`config.mk`:
```
export PLATFORM = sky130hd
export DESIGN_NAME = spi_ctrl_top
export DESIGN_NICKNAME = d
export VERILOG_FILES = /design/src/design/spi_pkg.sv /design/src/design/spi_clk_div.sv /design/src/design/spi_xcvr.sv /design/src/design/spi_regs.sv /design/src/design/spi_ctrl_top.sv
export VERILOG_INCLUDE_DIRS = /design/src /design/src/design
export SDC_FILE = /design/constraint.sdc
export NUM_CORES = 1
export LEC_CHECK = 0
export BUFFER_PORTS_ARGS = -buffer_cell sky130_fd_sc_hd__buf_2
export CORE_MARGIN = 8
export CORE_UTILIZATION = 50
export DETAILED_ROUTE_END_ITERATION = 10
export PLACE_DENSITY = 0.79
export SYNTH_ARGS = -nofsm -noshare
export SYNTH_HDL_FRONTEND = slang
export SYNTH_SLANG_ARGS = --single-unit
```
`constraint.sdc`:
```
create_clock -name clk -period 2.9 [get_ports clk]
set_input_delay 0.29 -clock clk [delete_from_list [all_inputs] [get_ports clk]]
set_output_delay 0.29 -clock clk [all_outputs]
set_load 0.01 [all_outputs]
```
`src/design/spi_config.svh`:
```
`ifndef SPI_CONFIG_SVH
`define SPI_CONFIG_SVH

// Register offsets, byte addressed.
`define SPI_ADDR_DATA 3'h0
`define SPI_ADDR_CTRL 3'h4

// Reset values of the CTRL fields.
`define SPI_SELECTS_RESET 8'hff
`define SPI_CONF_RESET 8'h00
`define SPI_ITD_RESET 2'b00

// sclk half-period in clk cycles at speed 0.
// Each speed step doubles it.
`define SPI_DIV_BASE 2

`endif

```
`src/design/spi_pkg.sv`:
```
`default_nettype none

package spi_pkg;

  // APB2 request, driven by the bus master.
  typedef struct packed {
    logic        psel;
    logic        penable;
    logic        pwrite;
    logic [2:0]  paddr;    // Byte address.
    logic [31:0] pwdata;
    logic [3:0]  pstrb;    // One strobe per byte lane.
  } apb_req_t;

  // Zero-wait response, so read data is all there is.
  typedef struct packed {
    logic [31:0] prdata;
  } apb_rsp_t;

  // Configuration byte, CTRL bits 23:16.
  typedef struct packed {
    logic [3:0] rsvd;
    logic [1:0] speed;     // Half-period select.
    logic       cpol;      // Idle level of sclk.
    logic       cpha;      // Set to sample on the trailing edge.
  } spi_conf_t;

  // Handshake between a DATA write, the shifter and the DATA read.
  typedef enum logic [1:0] {
    IDLE,
    BUSY,
    COMPLETE,
    RELEASE
  } xfer_state_e;

endpackage

`default_nettype wire

```
`src/design/spi_clk_div.sv`:
```
`timescale 1ns/1ps
`default_nettype none

`include "spi_config.svh"

module spi_clk_div (
  input  logic       clk,
  input  logic       rst_n,
  input  logic [1:0] speed,
  input  logic       busy,
  output logic       tick
);

  localparam logic [4:0] DIV_BASE = 5'(`SPI_DIV_BASE);

  logic [4:0] half_period;
  logic [4:0] reload;
  logic [4:0] cnt;

  // 2, 4, 8 or 16 clk cycles per half-period.
  assign half_period = DIV_BASE << speed;
  assign reload      = half_period - 5'd1;

  // Held at the full count while idle, so the first tick
  // always comes one whole half-period after start.
  always_ff @(posedge clk or negedge rst_n) begin
    if (!rst_n) begin
      cnt <= '0;
    end else if (!busy) begin
      cnt <= reload;
    end else if (cnt == 5'd0) begin
      cnt <= reload;                 // Next half-period.
    end else begin
      cnt <= cnt - 5'd1;
    end
  end

  assign tick = busy && (cnt == 5'd0);

endmodule

`default_nettype wire

```
`src/design/spi_xcvr.sv`:
```
`timescale 1ns/1ps
`default_nettype none

module spi_xcvr (
  input  logic               clk,
  input  logic               rst_n,
  input  spi_pkg::spi_conf_t conf,
  input  logic               start,
  input  logic [7:0]         tx_byte,
  input  logic               tick,
  output logic               busy,
  output logic               done,
  output logic [7:0]         rx_byte,
  input  logic               miso,
  output logic               mosi,
  output logic               sclk
);

  logic [3:0] edge_cnt;      // sclk edges seen so far.
  logic       phase;         // Offset of sclk from its idle level.
  logic       odd_edge;
  logic       last_edge;
  logic       shift_en;
  logic       sample_en;
  logic [7:0] tx_sr;
  logic [7:0] rx_sr;
  logic       mosi_q;

  // Edges are numbered from one, so an even count means an odd edge.
  assign odd_edge  = ~edge_cnt[0];
  assign last_edge = (edge_cnt == 4'd15);

  // cpha 0 samples on leading edges, cpha 1 on trailing edges.
  assign shift_en  = tick && (conf.cpha ? odd_edge : ~odd_edge);
  assign sample_en = tick && (conf.cpha ? ~odd_edge : odd_edge);

  always_ff @(posedge clk or negedge rst_n) begin
    if (!rst_n) begin
      busy     <= 1'b0;
      done     <= 1'b0;
      edge_cnt <= '0;
      phase    <= 1'b0;
      mosi_q   <= 1'b0;
    end else begin
      done <= 1'b0;
      if (start) begin
        busy     <= 1'b1;
        edge_cnt <= '0;
        phase    <= 1'b0;
        // MSB goes out ahead of the first edge.
        if (!conf.cpha) begin
          mosi_q <= tx_byte[7];
        end
      end else if (tick) begin
        phase    <= ~phase;
        edge_cnt <= edge_cnt + 4'd1;
        if (shift_en) begin
          mosi_q <= tx_sr[7];
        end
        if (last_edge) begin
          busy <= 1'b0;
          done <= 1'b1;              // One cycle after the sixteenth tick.
        end
      end
    end
  end

  // Data path shift registers.
  always_ff @(posedge clk) begin
    if (start) begin
      tx_sr <= conf.cpha ? tx_byte : {tx_byte[6:0], 1'b0};
    end else if (shift_en) begin
      tx_sr <= {tx_sr[6:0], 1'b0};
    end
    if (sample_en) begin
      rx_sr <= {rx_sr[6:0], miso};   // MSB arrives first.
    end
  end

  assign sclk    = conf.cpol ^ phase;
  assign mosi    = mosi_q;
  assign rx_byte = rx_sr;

  // Sixteen toggles bring sclk back to rest.
  assert property (@(posedge clk) disable iff (!rst_n)
    !busy |-> (sclk == conf.cpol))
    else $error("spi_xcvr: sclk not at cpol while idle");

  assert property (@(posedge clk) disable iff (!rst_n)
    start |-> !busy)
    else $error("spi_xcvr: start during a transfer");

endmodule

`default_nettype wire

```
`src/design/spi_regs.sv`:
```
`timescale 1ns/1ps
`default_nettype none

`include "spi_config.svh"

module spi_regs (
  input  logic               clk,
  input  logic               rst_n,
  input  spi_pkg::apb_req_t  apb_req,
  output spi_pkg::apb_rsp_t  apb_rsp,
  input  logic               wp_n,
  input  logic               touch,
  input  logic               done,
  input  logic [7:0]         rx_in,
  output logic               start,
  output logic [7:0]         tx_byte,
  output spi_pkg::spi_conf_t conf,
  output logic [7:0]         selects,
  output logic [1:0]         itd
);

  import spi_pkg::*;

  xfer_state_e state;
  xfer_state_e state_next;
  logic        access;
  logic        wr;
  logic        rd;
  logic        sel_data;
  logic        sel_ctrl;
  logic        tx_ready;
  logic        rx_ready;
  logic [7:0]  rx_byte;
  logic [31:0] ctrl_word;

  assign access   = apb_req.psel && apb_req.penable;   // Access phase.
  assign wr       = access && apb_req.pwrite;
  assign rd       = access && !apb_req.pwrite;
  assign sel_data = (apb_req.paddr == `SPI_ADDR_DATA);
  assign sel_ctrl = (apb_req.paddr == `SPI_ADDR_CTRL);

  // A DATA write outside IDLE is dropped.
  assign start   = wr && sel_data && apb_req.pstrb[0] && (state == IDLE);
  assign tx_byte = apb_req.pwdata[7:0];   // Loaded by the transceiver on start.

  // CTRL fields, one strobe per byte lane.
  always_ff @(posedge clk or negedge rst_n) begin
    if (!rst_n) begin
      selects <= `SPI_SELECTS_RESET;
      conf    <= `SPI_CONF_RESET;
      itd     <= `SPI_ITD_RESET;
    end else if (wr && sel_ctrl) begin
      if (apb_req.pstrb[3]) begin
        selects <= apb_req.pwdata[31:24];
      end
      if (apb_req.pstrb[2]) begin
        conf <= apb_req.pwdata[23:16];
      end
      if (apb_req.pstrb[1]) begin
        itd <= apb_req.pwdata[9:8];
      end
    end
  end

  // Received byte.
  always_ff @(posedge clk) begin
    if (done && (state == BUSY)) begin
      rx_byte <= rx_in;
    end
  end

  always_comb begin
    state_next = state;
    case (state)
      IDLE:     if (start) state_next = BUSY;
      BUSY:     if (done) state_next = COMPLETE;
      COMPLETE: if (rd && sel_data) state_next = RELEASE;
      RELEASE:  if (!access) state_next = IDLE;   // Wait for the read to end.
      default:  state_next = IDLE;
    endcase
  end

  always_ff @(posedge clk or negedge rst_n) begin
    if (!rst_n) begin
      state <= IDLE;
    end else begin
      state <= state_next;
    end
  end

  assign tx_ready = (state != BUSY);
  assign rx_ready = (state == COMPLETE);

  assign ctrl_word = {selects, conf, 6'b0, itd, 4'b0,
                      touch, ~wp_n, tx_ready, rx_ready};

  // Zero outside a read access phase.
  always_comb begin
    apb_rsp.prdata = '0;
    if (rd) begin
      if (sel_data) begin
        apb_rsp.prdata = {24'b0, rx_byte};
      end else if (sel_ctrl) begin
        apb_rsp.prdata = ctrl_word;
      end
    end
  end

  assert property (@(posedge clk) disable iff (!rst_n)
    start |-> (state == IDLE) ##1 (state == BUSY))
    else $error("spi_regs: start outside IDLE");

  // The transceiver only finishes what this block started.
  assert property (@(posedge clk) disable iff (!rst_n)
    done |-> (state == BUSY))
    else $error("spi_regs: done with no transfer pending");

endmodule

`default_nettype wire

```
`src/design/spi_ctrl_top.sv`:
```
`timescale 1ns/1ps
`default_nettype none

module spi_ctrl_top (
  input  logic              clk,
  input  logic              rst_n,
  input  spi_pkg::apb_req_t apb_req,
  output spi_pkg::apb_rsp_t apb_rsp,
  input  logic              miso,
  output logic              mosi,
  output logic              sclk,
  output logic [7:0]        selects,
  output logic [1:0]        itd,
  input  logic              wp_n,
  input  logic              touch
);

  import spi_pkg::*;

  spi_conf_t  conf;
  logic       start;
  logic       done;
  logic       busy;
  logic       tick;
  logic [7:0] tx_byte;
  logic [7:0] rx_byte;

  spi_regs u_regs (
    .clk     (clk),
    .rst_n   (rst_n),
    .apb_req (apb_req),
    .apb_rsp (apb_rsp),
    .wp_n    (wp_n),
    .touch   (touch),
    .done    (done),
    .rx_in   (rx_byte),
    .start   (start),
    .tx_byte (tx_byte),
    .conf    (conf),
    .selects (selects),
    .itd     (itd)
  );

  spi_clk_div u_clk_div (
    .clk   (clk),
    .rst_n (rst_n),
    .speed (conf.speed),
    .busy  (busy),
    .tick  (tick)
  );

  spi_xcvr u_xcvr (
    .clk     (clk),
    .rst_n   (rst_n),
    .conf    (conf),
    .start   (start),
    .tx_byte (tx_byte),
    .tick    (tick),
    .busy    (busy),
    .done    (done),
    .rx_byte (rx_byte),
    .miso    (miso),
    .mosi    (mosi),
    .sclk    (sclk)
  );

endmodule

`default_nettype wire

```
==> summary.md <==
The average routed wire per standard cell works out to 14.5 um. The repair_antennas step left the layout with diodes totalling 0. The number of fill cells in the layout is 452. For this run, the slowest stage of the critical path takes 590 ps.

Wires add up to 5.58 mm. For the pin with the worst max-slew slack, the measured transition is 734 ps. Once detailed placement completed, the half-perimeter wirelength came to 4.21 mm.

The area overhead of the layout relative to synthesis is 25.0%. The worst setup path is launched from a flop. The floorplan step defined a die boundary enclosing 8100 sq um. Derived from the worst setup path, the maximum achievable clock frequency is 461 MHz.

The logs give 1100 sq um for the area used by multi-input combinational logic and 0.146 for the overall global routing resource usage. The H-tree was split into 3 levels. The worst setup path is captured at a flop. The first TritonRoute pass finished after 5 iterations. The number of antenna violations at the first check in global routing is 0, and the mapped cell area is 2740 sq um. For the worst slew slack as a fraction of its limit, the log shows 0.511. After synthesis, the netlist uses 40 different library cells. The post-route clock period utilization works out to 0.749. Setup repair after global routing left no endpoint under its margin. The shortest period the worst path allows came out at 2170 ps.

The first global-routing pass estimated 9.73 mm of wire. The post-CTS clock slew at the launch and capture registers of the worst setup and hold paths was 70 ps; the number of I/O port buffers was 78. Routability-driven placement finished with a final weighted congestion of 0.778.

Buffers inserted during clock tree synthesis total 9. The count of final hold-check violations is 0. The core region is 5410 sq um. The tools report the total number of yosys warnings as 0. The routed via count is 1,957, and the final layout net count is 363.

The flow ran to the end, and the final reports show no timing, DRC or antenna violations. The placed instances occupy a cell area of 3180 sq um. In this run the core area contains 27 standard-cell rows. The cell family contributing the most delay on the critical path is simple AND/OR/NAND/NOR gates.

TritonCTS built the clock tree. Hold repair after CTS inserted 0 buffers. On the critical path, the stage with the largest delay is an instance of nor2_1. The overall die width works out to 90.0 um. For this run, design rule violations remaining after detail routing come to 0.

The internal power of the cells totals 1720 uW. The number of global-route vias before repair was 2,069; the leakage power was 0.00157 uW. The setup skew after layout was 7.11 ps; the maximum number of pins on one net before global-route repair was 34.

Setup violations remaining at the end of the flow were counted as 0. The initial standard-cell utilization of the core was 0.506. The logs give 0 ps for the setup TNS after final layout and 0.380 for the relative contribution of the clock network to total power. The run gives 0 as the number of nets with antenna violations after routing. Summed over all layers, the global routing overflow is 0. The clock net in this run drives a total of 57 sinks. The sequential cell area was 1560 sq um.

The critical path is of the flop to flop type. The max-slew violation count was 0; the post-CTS setup repair buffer count was 0. The cell count after synthesis came out at 226. The longest clock path from root to sink contains 2 buffers. The worst hold path belongs to the class primary input to asynchronous set/reset pin.

IR analysis of the VDD net gives a maximum drop of 0.000452 V. The tools report the clock root buffer as clkbuf_8. The fraction of layout cells with a size suffix above 1 is 0.389.

The logs give 0.171 for the share of total power in combinational logic and 91 for the I/O pin total. Dividing the detail-routed via count by the number of cells gives 5.07. The fraction of power consumed by sequential logic is 0.449, and the vertical extent of the die is 90.0 um. In this run the power spent charging and discharging nets is 617 uW. The post-synthesis area per instance is 12.1 sq um, and the switching part of the total power is 0.264. STA puts the critical path data required time at 2970 ps. The first routing iteration left 102 violations.

The run gives 0 as the number of maximum-capacitance violations. The signal on the critical path passes through inv_1 > ha_1 > nand4b_1 > nor2_1 > buf_4 > a21oi_1. The part of the Yosys area used for sequential elements came out at 0.569. The number of gates resized after CTS was 0. The critical path data arrival time is 2240 ps.

Counting both buffers and inverters, the worst setup path holds a total of 2. In this run the worst path has a maximum fanout of 15. For this design the ratio of total power to cell area is 682 nW/um^2. Summing all non-filler instances in the final layout gives an area of 3420 sq um.

The later pin in the worst-skew pair is clocked with a latency of 330 ps. The number of synthesized register bits came out at 57.
metrics by stage:
| step | cells | hold slack, ps | setup WS, ps | util | total power (uW) |
|---|---|---|---|---|---|
| after floorplan | 231 | -5.59 | 878 | - | 1330 |
| after global placement | 370 | 388 | 821 | 0.588 | 1440 |
| after detailed placement | 370 | 398 | 758 | 0.588 | 1470 |
| after CTS | 386 | 33.6 | 733 | 0.633 | 2360 |
| after global routing | 386 | 68.6 | 472 | 0.633 | 2480 |
| final | 386 | 21.4 | 728 | 0.633 | 2330 |
cells by family (layout without fill, tap and decap cells):
family	after synthesis	count (layout)	synth area share
adder cells (fa/ha/maj)	7	7	0.0320
multiplexers	28	28	0.111
other	1	6	0.00137
AND/OR/NAND/NOR	77	77	0.162
buffers and inverters	20	103	0.0375
flip-flops	57	57	0.569
XOR/XNOR	8	8	0.0256
AO/OA/AOI/OAI	28	28	0.0617
per-layer routing:
metal  vias up  global-route usage  wire (um)
met5         -                   0          0
met3         7              0.0540        443
met2        70               0.225       2560
li1        958                   -          -
met4         0              0.0791         93
met1       922               0.173       2490
layout make-up:
| type | instances | area share |
|---|---|---|
| Clock buffer | 9 | 0.0362 |
| Tap cell | 72 | 0.0263 |
| Clock inverter | 7 | 0.0347 |
| Timing Repair Buffer | 81 | 0.121 |
| Inverter | 6 | 0.00658 |
| Sequential cell | 57 | 0.455 |
| Multi-Input combinational cell | 154 | 0.320 |
sequential cells by signal, indices dropped and copies added, names as in the netlist:
| register | count |
|---|---|
| u_xcvr.mosi | 1 |
| u_regs.itd | 2 |
| u_xcvr.phase | 1 |
| u_regs.rx_byte | 8 |
| u_regs.conf | 8 |
| u_xcvr.edge_cnt | 4 |
| u_xcvr.tx_sr | 8 |
| u_clk_div.cnt | 5 |
| u_regs.state | 2 |
| u_xcvr.busy | 1 |
| u_xcvr.rx_byte | 8 |
| u_regs.selects | 8 |
| u_xcvr.done | 1 |
layout by cell type, fill, tap and decap left out, types with 2 or more instances in the layout:
master	netlist	routed
a21oi_1	11	11
a22o_1	3	3
and2_1	23	23
and3_1	4	4
buf_2	4	78
buf_4	6	3
bufinv_16	0	3
clkbuf_8	0	9
clkinvlp_4	0	2
conb_1	1	6
dfrtp_1	25	25
dfstp_2	8	8
edfxtp_1	24	24
ha_1	7	7
inv_1	6	6
mux2_1	9	9
mux2_2	10	10
mux2i_1	9	9
nand2_1	12	12
nand2_2	2	2
nand3_1	5	5
nand4bb_1	2	2
nor2_1	17	17
nor3_1	3	3
nor3_2	2	2
o21ai_0	5	5
o21ai_1	2	2
o31ai_1	2	2
xnor2_1	5	5
xor2_1	3	3
path summary, 6_finish.rpt:
kind / start / end / slack (ps) / cells past startpoint
max in group asynchronous: rst_n / u_regs.state[0] / 2410 / 1
worst max-delay path: u_regs.state[0] / u_xcvr.tx_sr[7] / 730 / 6
min in group clk: miso / u_xcvr.rx_byte[0] / 140 / 1
worst min-delay path: rst_n / u_regs.conf[2] / 20 / 1
worst max register to register: u_regs.state[0] / u_xcvr.tx_sr[7] / 730 / 6
worst min register to register: u_xcvr.rx_byte[7] / u_regs.rx_byte[7] / 430 / 0
power by group through the flow:
stage / registers [uW] / clock network [uW] / logic (uW)
finish: 1050 / 887 / 399
global route: 1070 / 947 / 460
CTS: 1050 / 907 / 407
detailed placement: 1060 / 0 / 403
global placement: 1060 / 0 / 381
floorplan: 1040 / 0 / 295
synthesized netlist by cell type, drive strengths merged:
master,n,area share
o2111ai,1,0.0032
o22ai,1,0.0023
clkbuf,4,0.0055
inv,6,0.0082
ha,7,0.032
nand3,5,0.0091
a21oi,11,0.020
and2,23,0.053
nor3b,1,0.0027
xnor2,5,0.016
mux2i,9,0.033
buf,10,0.024
mux2,19,0.078
and3,4,0.0091
or4b,1,0.0050
conb,1,0.0014
dfstp,8,0.077
xor2,3,0.0096
or3,1,0.0023
nor2,17,0.023
o21ai,7,0.013
nor3,5,0.013
edfxtp,24,0.26
nor4b,1,0.0055
and4bb,1,0.0046
a22o,3,0.0096
nand4b,1,0.0032
o31ai,2,0.0055
a31oi,1,0.0023
nand4,1,0.0023
nand2,14,0.021
nand4bb,2,0.0082
dfrtp,25,0.23
a21o,1,0.0027
o31a,1,0.0032
Power figures use the tool's default switching activity.
